===== config.mk =====
export PLATFORM = sky130hd
export DESIGN_NAME = coreBusUnit
export DESIGN_NICKNAME = d
export VERILOG_FILES = /design/src/hdl/ahbPkg.sv /design/src/hdl/corePkg.sv /design/src/hdl/ahbRequestMux.sv /design/src/hdl/beatCounter.sv /design/src/hdl/busArbiter.sv /design/src/hdl/coreBusUnit.sv /design/src/hdl/stallControl.sv
export VERILOG_INCLUDE_DIRS = /design/src /design/src/hdl
export SDC_FILE = /design/constraint.sdc
export NUM_CORES = 1
export LEC_CHECK = 0
export ABC_AREA = 1
export BUFFER_PORTS_ARGS = -buffer_cell sky130_fd_sc_hd__buf_2
export CAP_MARGIN = 15
export CELL_PAD_IN_SITES_DETAIL_PLACEMENT = 0
export CELL_PAD_IN_SITES_GLOBAL_PLACEMENT = 1
export CORE_MARGIN = 2
export CORE_UTILIZATION = 32
export DETAILED_ROUTE_END_ITERATION = 6
export PLACE_DENSITY = 0.79
export REMOVE_ABC_BUFFERS = 1
export SETUP_SLACK_MARGIN = 0.02
export SLEW_MARGIN = 30
export SYNTH_ARGS = -nofsm -noshare
export SYNTH_HDL_FRONTEND = slang
export SYNTH_HIERARCHICAL = 1
export SYNTH_SLANG_ARGS = --single-unit

===== constraint.sdc =====
create_clock -name clk -period 3.5 [get_ports clk]
set_clock_uncertainty 0.1 [all_clocks]
set_input_delay 0.175 -clock clk [delete_from_list [all_inputs] [get_ports clk]]
set_output_delay 0.175 -clock clk [all_outputs]
set_load 0.01 [all_outputs]

===== src/hdl/busCfg.svh =====
//////////////////////////////////////////////////////////////////////
// bus unit configuration
// widths and burst length shared by the external bus unit blocks
//////////////////////////////////////////////////////////////////////

`ifndef BUS_CFG_SVH
`define BUS_CFG_SVH

// address and data path
`define BUS_ADR_W 32
`define BUS_DATA_W 32
`define BUS_STRB_W 4            // one strobe per data byte

//////////////////////////////////////////////////////////////////////
// instruction line fill
//////////////////////////////////////////////////////////////////////

// beats per line fill burst
`define FETCH_BEATS 4
`define BEAT_CNT_W 2            // must hold FETCH_BEATS-1

`endif


===== src/hdl/ahbPkg.sv =====
//////////////////////////////////////////////////////////////////////
// AHB-Lite encodings
// transfer type, burst and size fields as seen on the bus
//////////////////////////////////////////////////////////////////////

package ahbPkg;

  // HTRANS, BUSY is never issued by this master
  typedef enum logic [1:0] {
    IDLE   = 2'b00,
    NONSEQ = 2'b10,
    SEQ    = 2'b11
  } htransT;

  // HBURST
  typedef enum logic [2:0] {
    SINGLE = 3'b000,
    INCR4  = 3'b011             // line fill
  } hburstT;

  // HSIZE, bytes = 2**HSIZE
  typedef enum logic [2:0] {
    BYTE = 3'b000,
    HALF = 3'b001,
    WORD = 3'b010
  } hsizeT;

endpackage


===== src/hdl/corePkg.sv =====
//////////////////////////////////////////////////////////////////////
// core side types
// bus ownership and the external bus arbiter states
//////////////////////////////////////////////////////////////////////

package corePkg;

  // which requester owns the current transfer
  typedef enum logic {
    OWNER_FETCH = 1'b0,         // instruction line fill
    OWNER_MEM   = 1'b1          // load or store
  } busOwnerT;

  //////////////////////////////////////////////////////////////////////
  // arbiter
  //////////////////////////////////////////////////////////////////////

  typedef enum logic [1:0] {
    ARB_IDLE  = 2'b00,          // no transfer, waiting for a request
    ARB_FETCH = 2'b01,          // burst address phases
    ARB_MEM   = 2'b10,          // single address phase
    ARB_DRAIN = 2'b11           // last data phase only
  } arbStateT;

endpackage


===== src/hdl/ahbRequestMux.sv =====
//////////////////////////////////////////////////////////////////////
// AHB request path
// holds the granted request, steps burst addresses, builds strobes
// and returns read data to the owner of the transfer
//////////////////////////////////////////////////////////////////////

`include "busCfg.svh"

module ahbRequestMux (
  input  logic                   clk,
  input  logic                   rstN,
  input  logic                   capture,
  input  corePkg::busOwnerT      grant,
  input  logic                   addrAccept,
  input  logic                   dataDone,
  input  logic [`BUS_ADR_W-1:0]  ifuAdr,
  input  logic [`BUS_ADR_W-1:0]  lsuAdr,
  input  logic                   lsuWrite,
  input  ahbPkg::hsizeT          lsuSize,
  input  logic [`BUS_DATA_W-1:0] lsuWdata,
  input  logic [`BUS_DATA_W-1:0] HRDATA,
  output logic [`BUS_ADR_W-1:0]  HADDR,
  output logic                   HWRITE,
  output ahbPkg::hsizeT          HSIZE,
  output logic [`BUS_STRB_W-1:0] HWSTRB,
  output logic [`BUS_DATA_W-1:0] HWDATA,
  output logic [`BUS_DATA_W-1:0] ifuRdata,
  output logic                   ifuValid,
  output logic [`BUS_DATA_W-1:0] lsuRdata,
  output logic                   lsuReady
);

  localparam int unsigned BeatBytes = `BUS_STRB_W;

  corePkg::busOwnerT      ownerQ;
  logic [`BUS_DATA_W-1:0] wdataQ;      // store data waiting for its data phase
  logic [`BUS_STRB_W-1:0] strbNext;

  // byte lanes of the current address phase
  always_comb begin
    strbNext = '0;
    if (HWRITE) begin
      unique case (HSIZE)
        ahbPkg::BYTE: strbNext[HADDR[1:0]] = 1'b1;
        ahbPkg::HALF: strbNext[{HADDR[1], 1'b0} +: 2] = 2'b11;
        default:      strbNext = '1;
      endcase
    end
  end

  always_ff @(posedge clk) begin
    if (!rstN) begin
      ownerQ <= corePkg::OWNER_FETCH;
      HADDR  <= '0;
      HWRITE <= 1'b0;
      HSIZE  <= ahbPkg::WORD;
      HWSTRB <= '0;
    end else if (capture) begin
      ownerQ <= grant;
      if (grant == corePkg::OWNER_MEM) begin
        HADDR  <= lsuAdr;
        HWRITE <= lsuWrite;
        HSIZE  <= lsuSize;
      end else begin
        HADDR  <= ifuAdr;              // fetches are word reads
        HWRITE <= 1'b0;
        HSIZE  <= ahbPkg::WORD;
      end
    end else if (addrAccept) begin
      HADDR  <= HADDR + BeatBytes[`BUS_ADR_W-1:0];
      HWSTRB <= strbNext;              // strobes belong to the data phase
    end
  end

  // write data follows its address by one phase
  always_ff @(posedge clk) begin
    if (capture) wdataQ <= lsuWdata;
    if (addrAccept) HWDATA <= wdataQ;
  end

  //////////////////////////////////////////////////////////////////////
  // read return
  //////////////////////////////////////////////////////////////////////

  assign ifuValid = dataDone && (ownerQ == corePkg::OWNER_FETCH);
  assign lsuReady = dataDone && (ownerQ == corePkg::OWNER_MEM);
  assign ifuRdata = HRDATA;
  assign lsuRdata = HRDATA;

endmodule


===== src/hdl/beatCounter.sv =====
//////////////////////////////////////////////////////////////////////
// fetch beat counter
// counts finished data beats of a line fill, flags the last one
//////////////////////////////////////////////////////////////////////

`include "busCfg.svh"

module beatCounter (
  input  logic clk,
  input  logic rstN,
  input  logic dataDone,
  input  logic capture,
  output logic lastBeat
);

  localparam int unsigned LastIdx = `FETCH_BEATS - 1;

  logic [`BEAT_CNT_W-1:0] beatCnt;

  assign lastBeat = (beatCnt == LastIdx[`BEAT_CNT_W-1:0]);

  // holds at the last index until the next grant
  always_ff @(posedge clk) begin
    if (!rstN) begin
      beatCnt <= '0;
    end else if (capture) begin
      beatCnt <= '0;                   // new transfer
    end else if (dataDone && !lastBeat) begin
      beatCnt <= beatCnt + 1'b1;
    end
  end

endmodule


===== src/hdl/busArbiter.sv =====
//////////////////////////////////////////////////////////////////////
// external bus arbiter
// grants the shared AHB-Lite port to fetch or load/store and
// sequences the transfer types of single and burst accesses
//////////////////////////////////////////////////////////////////////

module busArbiter (
  input  logic              clk,
  input  logic              rstN,
  input  logic              ifuReq,
  input  logic              lsuReq,
  input  logic              HREADY,
  input  logic              lastBeat,
  output corePkg::busOwnerT grant,
  output logic              capture,
  output ahbPkg::htransT    HTRANS,
  output ahbPkg::hburstT    HBURST,
  output logic              addrAccept,
  output logic              dataDone
);

  corePkg::arbStateT state, nextState;
  logic              seqQ;        // first burst beat already accepted
  logic              dataPhaseQ;  // a data phase is on the bus

  // load/store wins a tie
  assign grant   = lsuReq ? corePkg::OWNER_MEM : corePkg::OWNER_FETCH;
  assign capture = (state == corePkg::ARB_IDLE) && (ifuReq || lsuReq);

  assign addrAccept = HREADY && ((HTRANS == ahbPkg::NONSEQ) || (HTRANS == ahbPkg::SEQ));
  assign dataDone   = HREADY && dataPhaseQ;

  //////////////////////////////////////////////////////////////////////
  // transfer type and next state
  //////////////////////////////////////////////////////////////////////

  always_comb begin
    unique case (state)
      corePkg::ARB_MEM:   HTRANS = ahbPkg::NONSEQ;
      corePkg::ARB_FETCH: begin
        // three data beats done means the fourth address went out
        if (lastBeat) HTRANS = ahbPkg::IDLE;
        else if (seqQ) HTRANS = ahbPkg::SEQ;
        else HTRANS = ahbPkg::NONSEQ;
      end
      default:            HTRANS = ahbPkg::IDLE;
    endcase
  end

  always_comb begin
    nextState = state;
    unique case (state)
      corePkg::ARB_IDLE: begin
        if (lsuReq) nextState = corePkg::ARB_MEM;
        else if (ifuReq) nextState = corePkg::ARB_FETCH;
      end
      corePkg::ARB_MEM:   if (addrAccept) nextState = corePkg::ARB_DRAIN;
      corePkg::ARB_FETCH: if (lastBeat) nextState = dataDone ? corePkg::ARB_IDLE
                                                             : corePkg::ARB_DRAIN;
      corePkg::ARB_DRAIN: if (dataDone) nextState = corePkg::ARB_IDLE;
      default:            nextState = corePkg::ARB_IDLE;
    endcase
  end

  always_ff @(posedge clk) begin
    if (!rstN) begin
      state      <= corePkg::ARB_IDLE;
      seqQ       <= 1'b0;
      dataPhaseQ <= 1'b0;
      HBURST     <= ahbPkg::SINGLE;
    end else begin
      state <= nextState;
      if (capture) begin
        seqQ   <= 1'b0;
        HBURST <= (grant == corePkg::OWNER_FETCH) ? ahbPkg::INCR4 : ahbPkg::SINGLE;
      end else if (addrAccept) begin
        seqQ <= 1'b1;
      end
      if (addrAccept) dataPhaseQ <= 1'b1;   // pipelined into the next cycle
      else if (HREADY) dataPhaseQ <= 1'b0;
    end
  end

endmodule


===== src/hdl/coreBusUnit.sv =====
//////////////////////////////////////////////////////////////////////
// core external bus unit
// one AHB-Lite master port shared by fetch and load/store,
// plus the stage stalls that depend on it
//////////////////////////////////////////////////////////////////////

`include "busCfg.svh"

module coreBusUnit (
  input  logic                   clk,
  input  logic                   rstN,
  // fetch side
  input  logic                   ifuReq,
  input  logic [`BUS_ADR_W-1:0]  ifuAdr,
  output logic [`BUS_DATA_W-1:0] ifuRdata,
  output logic                   ifuValid,
  // load/store side
  input  logic                   lsuReq,
  input  logic                   lsuWrite,
  input  logic [`BUS_ADR_W-1:0]  lsuAdr,
  input  ahbPkg::hsizeT          lsuSize,
  input  logic [`BUS_DATA_W-1:0] lsuWdata,
  output logic [`BUS_DATA_W-1:0] lsuRdata,
  output logic                   lsuReady,
  // AHB-Lite master
  input  logic [`BUS_DATA_W-1:0] HRDATA,
  input  logic                   HREADY,
  output logic [`BUS_ADR_W-1:0]  HADDR,
  output logic [`BUS_DATA_W-1:0] HWDATA,
  output logic [`BUS_STRB_W-1:0] HWSTRB,
  output logic                   HWRITE,
  output ahbPkg::hsizeT          HSIZE,
  output ahbPkg::hburstT         HBURST,
  output ahbPkg::htransT         HTRANS,
  // stalls
  input  logic                   ExternalStall,
  output logic                   StallF,
  output logic                   StallD,
  output logic                   StallE,
  output logic                   StallM,
  output logic                   StallW
);

  corePkg::busOwnerT grant;
  logic              capture;
  logic              addrAccept;
  logic              dataDone;
  logic              lastBeat;

  // grant and transfer sequencing
  busArbiter arb (.clk, .rstN, .ifuReq, .lsuReq, .HREADY, .lastBeat,
    .grant, .capture, .HTRANS, .HBURST, .addrAccept, .dataDone);

  beatCounter beats (.clk, .rstN, .dataDone, .capture, .lastBeat);

  // address, control, write data and read return
  ahbRequestMux reqMux (.clk, .rstN, .capture, .grant, .addrAccept, .dataDone,
    .ifuAdr, .lsuAdr, .lsuWrite, .lsuSize, .lsuWdata, .HRDATA,
    .HADDR, .HWRITE, .HSIZE, .HWSTRB, .HWDATA,
    .ifuRdata, .ifuValid, .lsuRdata, .lsuReady);

  // global stalls
  stallControl hzu (.ifuReq, .ifuValid, .lsuReq, .lsuReady, .ExternalStall,
    .StallF, .StallD, .StallE, .StallM, .StallW);

endmodule


===== src/hdl/stallControl.sv =====
//////////////////////////////////////////////////////////////////////
// stage stall control
// turns outstanding bus requests and external stall into stalls
//////////////////////////////////////////////////////////////////////

module stallControl (
  input  logic ifuReq,
  input  logic ifuValid,
  input  logic lsuReq,
  input  logic lsuReady,
  input  logic ExternalStall,
  output logic StallF,
  output logic StallD,
  output logic StallE,
  output logic StallM,
  output logic StallW
);

  logic memPending;
  logic fetchPending;

  // a completion pulse releases the stall in its own cycle
  assign memPending   = lsuReq && !lsuReady;
  assign fetchPending = ifuReq && !ifuValid;

  // later stages dominate earlier ones
  assign StallW = ExternalStall;
  assign StallM = StallW || memPending;
  assign StallE = StallM;
  assign StallD = StallE;
  assign StallF = StallD || fetchPending;

endmodule


==> metrics.md <==
| Metric | Value |
|---|---|
| CP Launch Type | flop |
| Crit. End Element | flop |
| Synth area leaders | edfxtp_1 33%, dfxtp_1 16%, nand2_1 13%, buf_4 9.1%, nor2_1 4.6% |
| Design Area, Final | 7170 um^2 |
| Pwr/cell area | 686 nW/um^2 |
| Die width | 139 um |
| Max stage delay on crit path | 450 ps |
| Hold Crit Depth | 3 |
| Syn. warnings | 6 |
| Critical path class | reg2reg |
| Fillers | 1,868 |
| Hold Path Class | in2reg |
| Total power of the final layout | 4.92 mW |
| Worst vdd ir | 0.303 mV |
| I/O Buffers | 188 |
| Nets@finish | 1,013 |
| Vias in the first global route | 4,835 |
| Die footprint | 19,400 um^2 |
| Max-cap viol count | 0 |
| Bufs and invs on worst path | 4 |
| Via density | 4.63 |
| DR WL/cell | 17.0 um |
| Most frequent CP cell | inv_1 |
| Min cycle time layout | 2990 ps |
| Post-DP HPWL | 13,900 um |
| GRT Overall Usage | 0.190 |
| Worst r2r path cells | 10 |
| Post-synthesis sequential area ratio | 0.492 |
| FP Rows | 49 |
| First-pass GRT wire length | 28,200 um |
| Total gr overflow | 0 |
| CP Cell Sequence | inv_1 > ha_1 > a21boi_2 > nand2_1 > clkinv_1 > nor2_1 > buf_4 > inv_1 > o21ai_0 > a21oi_2 |
| Worst path top cell family by delay | buffers and inverters |
| Via count | 5,104 |
| Yosys top cell area share | 0.328 |
| Finished Core Util | 0.399 |
| First drt pass iteration count | 5 |
| Clock tree buffer depth | 2 |
| Share of cells above drive strength 1 | 0.280 |
| Placed inst area | 6500 um^2 |
| Area of the multi-input gates | 2140 um^2 |
| Clock Tree Root | clkbuf_16 |
| Avg Cell Area, Syn | 8.11 um^2 |
| Reg2reg start | arb/state[0]$_SDFFE_PN0P_ |
| Final hold vios | 0 |
| Clock Latency Late Sink | 350 ps |
| Final max-slew violation count | 0 |
| Antenna diodes | 0 |
| Worst Path Arrival | 3130 ps |
| Initial antenna violation count | 0 |
| Setup TNS | 0 ps |
| Gate Count Post-Synth | 722 |
| RSZ-0062 raised after global routing | false |
| Syn-to-layout area delta | 22.5% |
| Leakage power | 3.13 nW |
| Worst Max-Slew Pin Slew | 902 ps |
| CP max stage cell | inv_1 |
| Slew Limit Headroom | 0.398 |
| WP depth | 10 |
| Hold path start | ifuAdr[7] |
| Mapped cell area | 5860 um^2 |
| #FFs+latches synth | 112 |
| Fmax | 0.335 GHz |
| Iteration-0 DRC Markers | 228 |
| Die height | 139 um |
| Post-synth cell types | 33 |
| CTS tree | built |
| Largest net degree at the start of global routing | 50 |
| Drt drc | 0 |
| Crit. Startpoint | arb/state[0]$_SDFFE_PN0P_ |
| Final Cycle Share | 0.853 |
| Worst-path clk slew | 80 ps |
| Sequential Area | 2880 um^2 |
| Setup Viol. Count Final | 0 |
| Post-CTS Setup Inserts | 0 |
| CP Data Required Time | 3640 ps |
| RD Place Congestion | 0.852 |
| Core Area | 18,000 um^2 |
| CTS Buf Count | 9 |
| Top Ports | 286 |
| Antenna Nets Post-Route | 0 |
| Initial Utilization | 0.326 |
| Maximum fanout along the worst path | 29 |
| CTS H-Tree Depth | 3 |
| Status | finished clean |
| Clk sink count | 112 |
| WHS | 31.3 ps |
| Final WL | 18,700 um |
| Area leader, netlist | edfxtp_1 |
-- metal layers --
layer,GRT usage,share of wire
met1,0.240,0.43
met3,0.106,0.13
met5,0.0652,0.0074
met4,0.0415,0.0089
met2,0.278,0.42
-- per-stage QoR --
stage          std cells  worst slack (ps)
6_report            1103               515
5_1_grt             1103               154
4_1_cts             1103               479
3_5_place_dp        1051               476
3_3_place_gp        1051               583
2_1_floorplan        628              -670
-- sequential cells by signal, summed over array words and instances, names as in the netlist --
name / flops
reqMux/HADDR: 32
reqMux/wdataQ: 32
beats/beatCnt: 2
reqMux/HSIZE: 3
arb/state: 2
reqMux/HWRITE: 1
reqMux/ownerQ: 1
arb/seqQ: 1
reqMux/HWSTRB: 4
arb/dataPhaseQ: 1
reqMux/HWDATA: 32
arb/HBURST: 1
-- layout make-up --
type	instances	area share
tap	229	0.0399
sequential	112	0.402
timing repair buffer	230	0.188
clock inverter	7	0.0117
clock buffer	9	0.0314
inverter	55	0.0288
multi-input combinational	461	0.299
-- where the power goes --
part,switching (mW),total [mW],internal (mW)
Sequential,0.276,2.10,1.82
Combinational,1.17,1.76,0.596
Clock,0.494,1.06,0.570
Total,1.94,4.92,2.99
-- synth_stat cells --
library cell and instances:
edfxtp_1 64, conb_1 1, a31oi_1 5, nand2_1 206, xnor2_1 2, nor2_2 5
o31ai_1 1, nand4_1 1, a21oi_1 49, o21ai_1 2, a21boi_1 1, nor2_1 72
inv_1 48, buf_4 71, o22ai_1 1, nor2_4 6, o211ai_1 5, a21boi_2 1
inv_2 6, buf_2 11, nand3_2 3, clkinv_1 1, o21ai_0 29, buf_1 2
nand2_2 9, ha_1 6, a21oi_2 3, nand2_4 1, and2_1 2, dfxtp_1 48
or2_1 1, clkbuf_1 10, nand3_1 49
-- cell usage in the layout (no fill, tap or decap) --
master	n
nand2_1	205
buf_2	188
nor2_1	72
edfxtp_1	64
a21oi_1	49
nand3_1	49
dfxtp_1	48
inv_1	47
dlygate4sd3_1	36
o21ai_0	29
nand2_2	9
clkbuf_16	9
inv_2	6
ha_1	6
buf_4	6
nor2_4	6
o211ai_1	5
nor2_2	5
a31oi_1	5
inv_6	3
nand3_2	3
a21oi_2	3
clkinv_1	2
nand2_4	2
and2_1	2
xnor2_1	2
o21ai_1	2
a21boi_2	1
a21boi_1	1
conb_1	1
clkinvlp_4	1
bufinv_16	1
inv_8	1
clkinv_4	1
o22ai_1	1
nand4_1	1
o31ai_1	1
or2_1	1
-- cells by family (layout without fill, tap and decap cells) --
kind of cell,after synthesis,in the layout,synth area share
xor gates and xnor gates,2,2,0.00299
and+or+nand+nor,355,355,0.258
AOI/OAI and AO/OA,97,97,0.0902
other,1,1,0.000640
buffers and inverters,149,301,0.143
DFF,112,112,0.492
adders and majority gates,6,6,0.0128
-- worst register-to-register path, delay by kind of cell (launching register included) --
| family | cells | cell delay [ps] |
|---|---|---|
| buffers and inverters | 4 | 1180 |
| AOI/OAI and AO/OA | 3 | 580 |
| DFF | 1 | 420 |
| adders and majority gates | 1 | 310 |
| and+or+nand+nor | 2 | 290 |
-- path summary, 6_finish.rpt --
kind,endpoint,slack (ps)
max,reqMux/HADDR[29]$_SDFFE_PN0N_,510
min,reqMux/HADDR[7]$_SDFFE_PN0N_,30
min reg2reg,reqMux/HWDATA[8]$_DFFE_PP_,320
max reg2reg,reqMux/HADDR[29]$_SDFFE_PN0N_,510
-- repair_timing --
item	in CTS	in global routing
gates resized for setup	0	0
endpoints found under the hold margin	36	0
hold buffers	36	0
setup endpoints to repair	0	0
Note: power is estimated with default switching activity, not from simulation.
